===== config.mk =====
export PLATFORM = sky130hd
export DESIGN_NAME = request_dispatch
export DESIGN_NICKNAME = d
export VERILOG_FILES = /design/src/cluster_pkg.sv /design/src/l2_pkg.sv /design/src/request_dispatch.sv
export VERILOG_INCLUDE_DIRS = /design/src
export SDC_FILE = /design/constraint.sdc
export NUM_CORES = 1
export LEC_CHECK = 0
export ABC_AREA = 1
export BUFFER_PORTS_ARGS = -buffer_cell sky130_fd_sc_hd__buf_2
export CAP_MARGIN = 5
export CORE_UTILIZATION = 40
export DETAILED_ROUTE_END_ITERATION = 8
export PLACE_DENSITY = 0.79
export SYNTH_ARGS = -nofsm -noshare
export SYNTH_HDL_FRONTEND = slang
export SYNTH_SLANG_ARGS = --single-unit
export TNS_END_PERCENT = 50

===== constraint.sdc =====
create_clock -name clk -period 2.7 [get_ports clk]
set_clock_uncertainty 0.2 [all_clocks]
set_input_delay 0.54 -clock clk [delete_from_list [all_inputs] [get_ports clk]]
set_output_delay 0.54 -clock clk [all_outputs]
set_load 0.05 [all_outputs]

===== src/gpgpu_settings.svh =====
// Cluster build-time sizes, shared by every RTL file and the testbench
// QUEUE_DEPTH must be a power of two and at least 2
// MEM_WORDS sets the address width, a power of two keeps the map dense
// NUM_CORES above 1 gives a real round-robin, 1 still builds
`ifndef GPGPU_SETTINGS_SVH
`define GPGPU_SETTINGS_SVH

// Number of cores, one request queue each
`define NUM_CORES 4

// Entries per core request queue
`define QUEUE_DEPTH 4

// Words in the shared L2 store
`define MEM_WORDS 64

// Bits per data word
`define DATA_WIDTH 32

`endif


===== src/cluster_pkg.sv =====
// Cluster organization types: core numbering and queue occupancy
// Core index is at least one bit wide even for a single core
`default_nettype none

`include "gpgpu_settings.svh"

package cluster_pkg;

	localparam int CORE_W = (`NUM_CORES > 1) ? $clog2(`NUM_CORES) : 1; // Core number bits
	localparam int COUNT_W = $clog2(`QUEUE_DEPTH) + 1; // Holds 0 .. QUEUE_DEPTH

	typedef logic [CORE_W-1:0] core_index_t; // Core number
	typedef logic [COUNT_W-1:0] queue_count_t; // Entries in one core queue

endpackage

`default_nettype wire


===== src/l2_pkg.sv =====
// Memory-side types: L2 request and response words
// The request and response carry the same fields
// Address is a word index, there is no byte addressing
`default_nettype none

`include "gpgpu_settings.svh"

package l2_pkg;

	localparam int ADDR_W = (`MEM_WORDS > 1) ? $clog2(`MEM_WORDS) : 1; // Word address bits

	typedef logic [`DATA_WIDTH-1:0] l2_data_t; // One data word
	typedef logic [ADDR_W-1:0] l2_addr_t; // Word index into the store
	typedef logic l2_op_t; // Load or store

	localparam l2_op_t OP_LOAD = 1'b0;
	localparam l2_op_t OP_STORE = 1'b1;

	// L1 miss traffic towards L2
	typedef struct packed {
		cluster_pkg::core_index_t core; // Requesting core
		l2_op_t op;
		l2_addr_t address;
		l2_data_t data; // Store data, ignored on loads
	} l2_request_t;

	// Broadcast back to every core, core selects the receiver
	typedef struct packed {
		cluster_pkg::core_index_t core;
		l2_op_t op;
		l2_addr_t address;
		l2_data_t data; // Read word, or the stored word as ack
	} l2_response_t;

endpackage

`default_nettype wire


===== src/request_dispatch.sv =====
// Host request intake and routing into the per-core queues
// One holding register; a blocked push stalls the host through host_ready
// host_req must stay stable while host_valid is high and host_ready low
// host_ready stays low for one cycle after reset is released
`timescale 1ns/10ps
`default_nettype none

`include "gpgpu_settings.svh"

module request_dispatch (
	input wire clk,
	input wire reset,
	input wire host_valid,
	output logic host_ready,
	input wire l2_pkg::l2_request_t host_req,
	input wire [`NUM_CORES-1:0] queue_full,
	output logic [`NUM_CORES-1:0] push,
	output l2_pkg::l2_request_t push_req,
	output logic holding
);
	import l2_pkg::*;
	import cluster_pkg::*;

	logic run_en; // Set one edge after reset
	logic hold_valid;
	l2_request_t hold_req; // Held request payload
	logic push_ok;

	assign push_ok = hold_valid && !queue_full[hold_req.core]; // Target queue has room
	assign host_ready = run_en && (!hold_valid || push_ok); // Free now or freed this edge
	assign push_req = hold_req;
	assign holding = hold_valid;

	always_comb
	begin
		for (int i = 0; i < `NUM_CORES; i++)
			push[i] = push_ok && (hold_req.core == core_index_t'(i)); // Decode target core
	end

	always_ff @(posedge clk or posedge reset)
	begin
		if (reset)
		begin
			run_en <= 1'b0;
			hold_valid <= 1'b0;
		end
		else
		begin
			run_en <= 1'b1;
			if (host_valid && host_ready)
				hold_valid <= 1'b1; // Refill, possibly same edge as a push
			else if (push_ok)
				hold_valid <= 1'b0; // Drained into its queue
		end
	end

	always_ff @(posedge clk)
	begin
		if (host_valid && host_ready)
			hold_req <= host_req;
	end

	// Host keeps an offered request steady until it is taken
	assert property (@(posedge clk) disable iff (reset)
		host_valid && !host_ready |=> !host_valid || $stable(host_req));

endmodule

`default_nettype wire


==> impl_results.md <==
* CP Max Fanout at 6
* Maximum clock path buffer count at 2
* Vias after detailed routing at 973
* Flop and latch count out of synthesis at 43
* Critical Path RT at 1.96 ns
* First-pass GRT wire length at 3710 um
* Overall routing resource usage at 0.152
* Mux cell area share after synthesis at 0
* Synth Area in Compound Gates at 0.00354
* Largest net degree at the start of global routing at 27
* Top cell type's share of synthesized area at 0.871
* Worst skew pair latency at 0.35 ns
* Syn Area/Cell at 19.4 um2
* CTS Root Cell: clkbuf_4
* CTS Buf Count at 5
* Final slew viol count at 0
* First-pass detailed-route iteration total at 4
* Outcome: complete, no violations
* # hold bufs at CTS at 1
* Share of cells above drive strength 1 at 0.612
* Total core area at 3360 um2
* Largest family of logic cells by synthesized area: simple AND/OR/NAND/NOR gates
* H-tree Lvls at 2
* Synthesized net count at 121
* Syn Std Cell Area at 1410 um2
* Fmax at 422 MHz
* Hold Path Class: in2reg
* Register area at 1280 um2
* Synth cell types at 12
* Cell taking the most area after synthesis: edfxtp_1
* Fill cells at 268
* Post-CTS Setup Inserts at 0
* Sequential share of the synthesized area at 0.906
* Antenna viol nets, final at 0
* Unrepaired setup endpoints after global routing: no
* WL/cell at 12.3 um
* Worst EP arrival at 1.63 ns
* Adder-cell share of the synthesized area at 0
* DRT Wirelength at 2750 um
* # setup viols final at 0
* CTS clk-pin slew, worst paths at 0.12 ns
* Die Wd at 61.5 um
* Initial antenna violation count at 0
* Final-report hold violation count at 0
* Worst VDD drop at 0.406 mV
* MaxCap Viol Count at 0
* Xor/xnor share of the synthesized area at 0
* PostCTS Resize Cnt at 0
* Total power at 1370 uW
* Antenna Diode Count at 0
* Area delta synth->final at 44.9%
* PD cells at 668 nW/um2
* Die footprint at 3780 um2
* # port buffers at 94
* Starting DRT DRC Count at 26
* DR vias/cell at 4.34
* Top post-synthesis cells by area: edfxtp_1 87%, dfrtp_1 3.5%, nand2_1 2.7%
* Number of global-route vias before repair at 921
* Syn Inst Count at 73
* Leakage at 0.000949 uW
* Critical path launch point type: register
* Fin util at 0.609
* Min Hold Slack at 0.156 ns
* Fin nets at 225
* Ys Warns at 0
* Routability cong. at 0.679
* Die height at 61.5 um
* Synth Area in Simple Gates at 0.0637
* Residual DRC at 0
* CTS Sinks at 43
* HPWL after DPL at 2100 um
* Starting density of the core at 0.420
* Setup crit end kind: output pin
* Period minus WS final at 2.37 ns
* Multi-input logic area at 104 um2
* Std cell rows at 21
* Crit share post-route at 0.878
* Num ports at 95
* Crit path kind: reg2out
* Total grt overflow at 0
* TritonCTS clock tree: yes
critical path, stage by stage, from the launching register on:
cell      delay, ns
edfxtp_1       0.48
inv_2          0.08
nand2_1        0.07
nand2_1        0.06
nand2_2        0.07
nand3_2        0.09
inv_1          0.08
nand2_1        0.05
inv_1          0.05
buf_2          0.25
registers in the layout (all words and copies together) (netlist names):
name,cells
push_req,41
holding,1
run_en,1
stage by stage:
step | TNS, ns | cell area [um2] | cells | worst slack, ns
floorplan | -0.352 | 1420 | 73 | -0.176
global placement | 0 | 1960 | 215 | 0.638
detailed placement | 0 | 1960 | 215 | 0.606
CTS | 0 | 2050 | 224 | 0.301
global route | 0 | 2050 | 224 | 0.164
finish | 0 | 2050 | 224 | 0.329
synthesized netlist by cell type:
master    count
inv_2         1
nor2_1        2
dfrtp_1       2
nand2_1      10
nor3_1        2
nor2_2        1
inv_1         8
edfxtp_1     41
nand2_2       3
nand3_2       1
o21ai_0       1
conb_1        1
worst paths after layout:
| path | startpoint | end | slack, ns | cells past startpoint |
|---|---|---|---|---|
| worst max-delay path | push_req[39] | push[0] | 0.33 | 9 |
| worst min register to register | run_en | holding | 0.36 | 2 |
| worst max register to register | push_req[39] | push_req[1] | 0.81 | 9 |
| worst min-delay path | host_req[12] | push_req[12] | 0.16 | 1 |
| min in group asynchronous | reset | holding | 0.38 | 3 |
| max in group asynchronous | reset | run_en | 1.81 | 3 |
per-layer routing:
metal  vias to the layer above  routed length, um  track usage
li1                        461                  -            -
met1                       431               1010        0.128
met2                        74               1320        0.255
met3                         7                351        0.101
met4                         0                 65        0.105
met5                         -                  0            0
area by class of cell:
class | count | share of cell area
multi-input cells | 21 | 0.0507
clock inverters | 3 | 0.0189
repair buffers | 97 | 0.242
inverters | 9 | 0.0165
clock buffers | 5 | 0.0183
well taps | 46 | 0.0281
flip-flops and latches | 43 | 0.626
cell families after synthesis:
group / Yosys count
flops: 43
buf+inv: 9
compound gates: 1
simple gates: 19
other cells: 1
report_power, final:
| group | total, uW | switching [uW] | internal [uW] |
|---|---|---|---|
| clock network | 388 | 198 | 190 |
| registers | 776 | 9.71 | 766 |
| logic | 203 | 151 | 52.2 |
| total | 1370 | 359 | 1010 |
placed cells by master (no fill, tap or decap), types with 2 or more instances in the layout:
| master | Yosys | final |
|---|---|---|
| edfxtp_1 | 41 | 41 |
| buf_4 | 0 | 2 |
| nor2_1 | 2 | 2 |
| nand2_2 | 3 | 3 |
| buf_2 | 0 | 94 |
| dfrtp_1 | 2 | 2 |
| inv_1 | 8 | 8 |
| nor3_1 | 2 | 2 |
| nand2_1 | 10 | 10 |
| clkbuf_4 | 0 | 5 |
Power figures use the tool's default switching activity.
