### config.mk
export PLATFORM = sky130hd
export DESIGN_NAME = core_queue
export DESIGN_NICKNAME = d
export VERILOG_FILES = /design/src/cluster_pkg.sv /design/src/l2_pkg.sv /design/src/core_queue.sv
export VERILOG_INCLUDE_DIRS = /design/src
export SDC_FILE = /design/constraint.sdc
export NUM_CORES = 1
export LEC_CHECK = 0
export BUFFER_PORTS_ARGS = -buffer_cell sky130_fd_sc_hd__buf_2
export CELL_PAD_IN_SITES_DETAIL_PLACEMENT = 1
export CELL_PAD_IN_SITES_GLOBAL_PLACEMENT = 1
export CORE_UTILIZATION = 45
export CTS_CLUSTER_DIAMETER = 150
export DETAILED_ROUTE_END_ITERATION = 8
export PLACE_DENSITY_LB_ADDON = 0.05
export SYNTH_ARGS = -nofsm -noshare
export SYNTH_HDL_FRONTEND = slang
export SYNTH_SLANG_ARGS = --single-unit
### constraint.sdc
create_clock -name clk -period 2.4 [get_ports clk]
set_clock_uncertainty 0.05 [all_clocks]
set_input_delay 0.48 -clock clk [delete_from_list [all_inputs] [get_ports clk]]
set_output_delay 0.48 -clock clk [all_outputs]
set_load 0.01 [all_outputs]
### src/gpgpu_settings.svh
// Cluster build-time sizes, shared by every RTL file and the testbench
// QUEUE_DEPTH must be a power of two and at least 2
// MEM_WORDS sets the address width, a power of two keeps the map dense
// NUM_CORES above 1 gives a real round-robin, 1 still builds
`ifndef GPGPU_SETTINGS_SVH
`define GPGPU_SETTINGS_SVH

// Number of cores, one request queue each
`define NUM_CORES 4

// Entries per core request queue
`define QUEUE_DEPTH 4

// Words in the shared L2 store
`define MEM_WORDS 64

// Bits per data word
`define DATA_WIDTH 32

`endif

### src/cluster_pkg.sv
// Cluster organization types: core numbering and queue occupancy
// Core index is at least one bit wide even for a single core
`default_nettype none

`include "gpgpu_settings.svh"

package cluster_pkg;

	localparam int CORE_W = (`NUM_CORES > 1) ? $clog2(`NUM_CORES) : 1; // Core number bits
	localparam int COUNT_W = $clog2(`QUEUE_DEPTH) + 1; // Holds 0 .. QUEUE_DEPTH

	typedef logic [CORE_W-1:0] core_index_t; // Core number
	typedef logic [COUNT_W-1:0] queue_count_t; // Entries in one core queue

endpackage

`default_nettype wire

### src/l2_pkg.sv
// Memory-side types: L2 request and response words
// The request and response carry the same fields
// Address is a word index, there is no byte addressing
`default_nettype none

`include "gpgpu_settings.svh"

package l2_pkg;

	localparam int ADDR_W = (`MEM_WORDS > 1) ? $clog2(`MEM_WORDS) : 1; // Word address bits

	typedef logic [`DATA_WIDTH-1:0] l2_data_t; // One data word
	typedef logic [ADDR_W-1:0] l2_addr_t; // Word index into the store
	typedef logic l2_op_t; // Load or store

	localparam l2_op_t OP_LOAD = 1'b0;
	localparam l2_op_t OP_STORE = 1'b1;

	// L1 miss traffic towards L2
	typedef struct packed {
		cluster_pkg::core_index_t core; // Requesting core
		l2_op_t op;
		l2_addr_t address;
		l2_data_t data; // Store data, ignored on loads
	} l2_request_t;

	// Broadcast back to every core, core selects the receiver
	typedef struct packed {
		cluster_pkg::core_index_t core;
		l2_op_t op;
		l2_addr_t address;
		l2_data_t data; // Read word, or the stored word as ack
	} l2_response_t;

endpackage

`default_nettype wire

### src/core_queue.sv
// Per-core FIFO of pending L2 requests
// QUEUE_DEPTH entries, power of two, pointers wrap naturally
// Head is registered storage, a push shows at the head one cycle later
// Caller must not push when full nor pop when empty
`timescale 1ns/10ps
`default_nettype none

`include "gpgpu_settings.svh"

module core_queue (
	input wire clk,
	input wire reset,
	input wire push,
	input wire l2_pkg::l2_request_t push_req,
	output logic full,
	output logic valid,
	output l2_pkg::l2_request_t head,
	input wire pop
);
	import l2_pkg::*;
	import cluster_pkg::*;

	localparam int PTR_W = $clog2(`QUEUE_DEPTH);

	l2_request_t entries [`QUEUE_DEPTH]; // Queued requests
	logic [PTR_W-1:0] wr_ptr;
	logic [PTR_W-1:0] rd_ptr;
	queue_count_t count;

	assign full = (count == queue_count_t'(`QUEUE_DEPTH));
	assign valid = (count != '0);
	assign head = entries[rd_ptr]; // Oldest entry

	always_ff @(posedge clk or posedge reset)
	begin
		if (reset)
		begin
			wr_ptr <= '0;
			rd_ptr <= '0;
			count <= '0;
		end
		else
		begin
			if (push)
				wr_ptr <= wr_ptr + 1'b1;
			if (pop)
				rd_ptr <= rd_ptr + 1'b1;
			// Push and pop together leave count alone
			if (push && !pop)
				count <= count + 1'b1;
			else if (pop && !push)
				count <= count - 1'b1;
		end
	end

	always_ff @(posedge clk)
	begin
		if (push)
			entries[wr_ptr] <= push_req;
	end

	// Dispatcher must respect full
	assert property (@(posedge clk) disable iff (reset) push |-> !full);

	// L2 arbiter only grants queues that hold something
	assert property (@(posedge clk) disable iff (reset) pop |-> valid);

endmodule

`default_nettype wire

==> parameters.txt <==
Parameter                              Value

Drt
  Post-DRT Antenna Nets ... 0
  Detailed router's first-iteration violation count ... 105
  Total detailed-routing wirelength ... 11.1 mm
  Remaining DRCs ... 0
  DR pass1 iterations ... 4
  Count of vias placed by the detailed router ... 2885
  WL/cell ... 19.9 um
  Via/cell ratio ... 5.17

Synth
  Synthesized netlist cell count ... 250
  Yosys synthesis warning count ... 0
  Synthesized netlist net count ... 301
  Number of distinct library cells after synthesis ... 20
  Mean post-synth cell area ... 25.5 um^2
  Most area-consuming cells after synthesis ... edfxtp_1 (77%), mux4_2 (13%), dfrtp_1 (2.7%)
  Library cell with the largest summed area after synthesis ... edfxtp_1
  Proportion of synthesized chip area in sequential cells ... 0.801
  Cell area after synthesis ... 6370 um^2
  FF+latch count, synth ... 171
  Area fraction of the dominant cell type after synthesis ... 0.773

Die
  Core Box Area ... 13800 um^2
  Die span in y ... 121 um
  Count of standard-cell rows ... 43
  Ports ... a little under 90
  DIE WIDTH ... 121 um
  Die Area ... approximately 15000 um^2
  Starting utilization of the core area ... 0.461

Global routing
  Largest net degree at the start of global routing ... 27
  Initial antenna violation count ... 0
  Met2 track demand over resource in global routing ... 0.282
  GRT Overall Usage ... 0.167
  Wire length of the first global-routing pass ... 17.1 mm
  Global route total overflow ... 0
  Met3 Usage GRT ... 0.0545
  Vias in the first global route ... just over 3k
  Fraction of met1 tracks used by global routing ... 0.195
  Most utilized layer in the global route result ... met2

STA
  RSZ-0062 raised after global routing ... yes
  Minimum period implied by the final worst setup slack ... 2370 ps
  Number of hold-slack violations in the final timing report ... 0
  Final count of pins violating max slew ... 0
  Worst slew margin ... 0.673
  Worst slack on hold paths ... 219 ps
  Tightest Pin Transition ... 490 ps
  Final setup violation count ... 0
  Total negative setup slack ... 0 ps
  Post-route fraction of the period consumed by the critical path ... 0.987
  Peak clock frequency supported by timing ... between 0.4 and 0.5 GHz

Min path
  Hold Path Depth ... 2
  Worst Hold Class ... in2reg
  Destination of the worst hold path ... rd_ptr[0]
  Hold Path Origin ... pop

Place
  Final GP Congestion ... 0.689
  DP HPWL ... 6.93 mm
  Cell area after placement ... 7120 um^2
  IO buf count ... 87

Layout
  Final net count ... 416
  Commonest non-fill, non-tap cells in the layout ... edfxtp_1 (164), buf_2 (70), mux4_2 (39)
  Leading cell type in the layout, fill and taps excluded ... edfxtp_1
  Layout Utilization ... 0.571
  Layout area overhead ... 23.9%
  Ratio of cells with drive above 1 in the final layout ... 0.476
  Antenna Cells ... 0
  Total non-filler cell area in the finished layout ... 7890 um^2

Clock network
  CTS max path bufs ... 2
  Clock-pin slew reported for the worst setup and hold paths after clock tree synthesis ... 60 ps
  Number of clock buffers inserted by TritonCTS ... 17
  Clock Tree Root ... clkbuf_16
  Clock insertion delay at the later pin of the skew report ... 420 ps
  Maximum level of the CTS H-tree ... 4
  TritonCTS Sinks ... 171
  TritonCTS clock tree ... yes

Job
  Number of max-cap violations ... 0

Worst setup path
  Worst path top cell family by delay ... multiplexers
  Sort of element at the start of the critical path ... flop
  Largest stage delay on the critical path ... 540 ps
  Worst R2R Setup Slack ... roughly 670 ps
  Arrival time reported for the critical path endpoint ... 1840 ps
  CP Class ... reg2out
  Sum of buffers and inverters on the critical path ... 2
  Capturing element type of the critical path ... output port
  Depth of the most critical reg-to-reg path ... 4
  Ordered list of cells on the worst path ... buf_12 -> mux4_2 -> buf_6
  Launching point of the worst reg2reg path ... wr_ptr[0]
  FF-to-FF End ... entries[0][19]
  Master of the slowest instance on the critical path ... mux4_2
  Critical Path RT ... about 1900 ps
  Critical-path maximum fanout ... 14

Power and ir drop
  Total power divided by cell area ... 1270 nW/um^2
  Total power after layout ... between 10 and 15 mW
  Max IR drop VDD ... 0.578 mV
  Cell leakage power ... around 2.8 nW

Outcome
  Result of the run ... finished, final reports clean
stage by stage:
step / instances / worst slack (ps)
CTS: 556 / -19.0
global placement: 520 / 326
global route: 558 / -38.1
detailed placement: 520 / 325
floorplan: 250 / 336
finish: 558 / 31.3
area by class of cell:
type                            instances  area, um^2
Clock buffer                           17         425
Fill cell                            1199        5930
Tap cell                              180         225
Clock inverter                         15         195
Multi-Input combinational cell         64        1140
Sequential cell                       171        5100
Timing Repair Buffer                  106         787
Inverter                                5        18.8
kinds of logic (layout without fill, tap and decap cells):
kind of cell,Yosys count,count (layout),synth area share
flops,171,171,0.801
mux,42,42,0.148
buf+inv,15,143,0.0210
simple gates,9,9,0.00786
fa+ha+maj,6,6,0.0130
xor+xnor,6,6,0.00825
compound gates,1,1,0.000785
sequential cells by signal, indices dropped and copies added, names as in the netlist:
signal   cells
count        3
entries    164
rd_ptr       2
wr_ptr       2
worst register-to-register path: stages, from the launching register on:
cell and delay, ps:
dfrtp_1 430, inv_1 110, ha_1 150, and2_2 460, buf_12 240
timing repair:
action,4_1_cts,5_1_grt
setup endpoints to repair,31,33
setup buffers,3,2
hold buffers,1,0
endpoints found under the hold margin,7,0
gates resized for setup,12,6
routing by layer:
metal | share of wire | up-vias
met2 | 0.52 | 76
met4 | 0.016 | 0
met3 | 0.052 | 16
li1 | - | 1284
met5 | 0 | -
met1 | 0.41 | 1509
Yosys cell counts (all sizes together):
| cell | n |
|---|---|
| edfxtp | 164 |
| mux4 | 41 |
| buf | 9 |
| dfrtp | 7 |
| ha | 5 |
| inv | 5 |
| and2 | 4 |
| xor2 | 4 |
| nand2 | 2 |
| xnor2 | 2 |
| clkbuf | 1 |
| fa | 1 |
| mux2 | 1 |
| nor2 | 1 |
| nor3b | 1 |
| o21ai | 1 |
| or3 | 1 |
how the worst max path moves through the flow:
stage	endpoint	slack, ps	cells past startpoint	startpoint
after floorplan	entries[2][0]	340	3	wr_ptr[0]
after global placement	head[20]	330	3	rd_ptr[0]
after detailed placement	head[13]	330	3	rd_ptr[0]
after CTS	head[20]	-20	3	rd_ptr[0]
after global routing	head[5]	-40	3	rd_ptr[0]
final	head[20]	30	3	rd_ptr[0]
report_power, final:
group | switching [mW] | internal [mW] | total [mW]
Sequential | 0.243 | 3.92 | 4.16
Combinational | 1.37 | 1.62 | 2.99
Clock | 1.12 | 1.74 | 2.86
Total | 2.74 | 7.28 | 10.0
No activity file was read; power rests on OpenSTA's default activity.
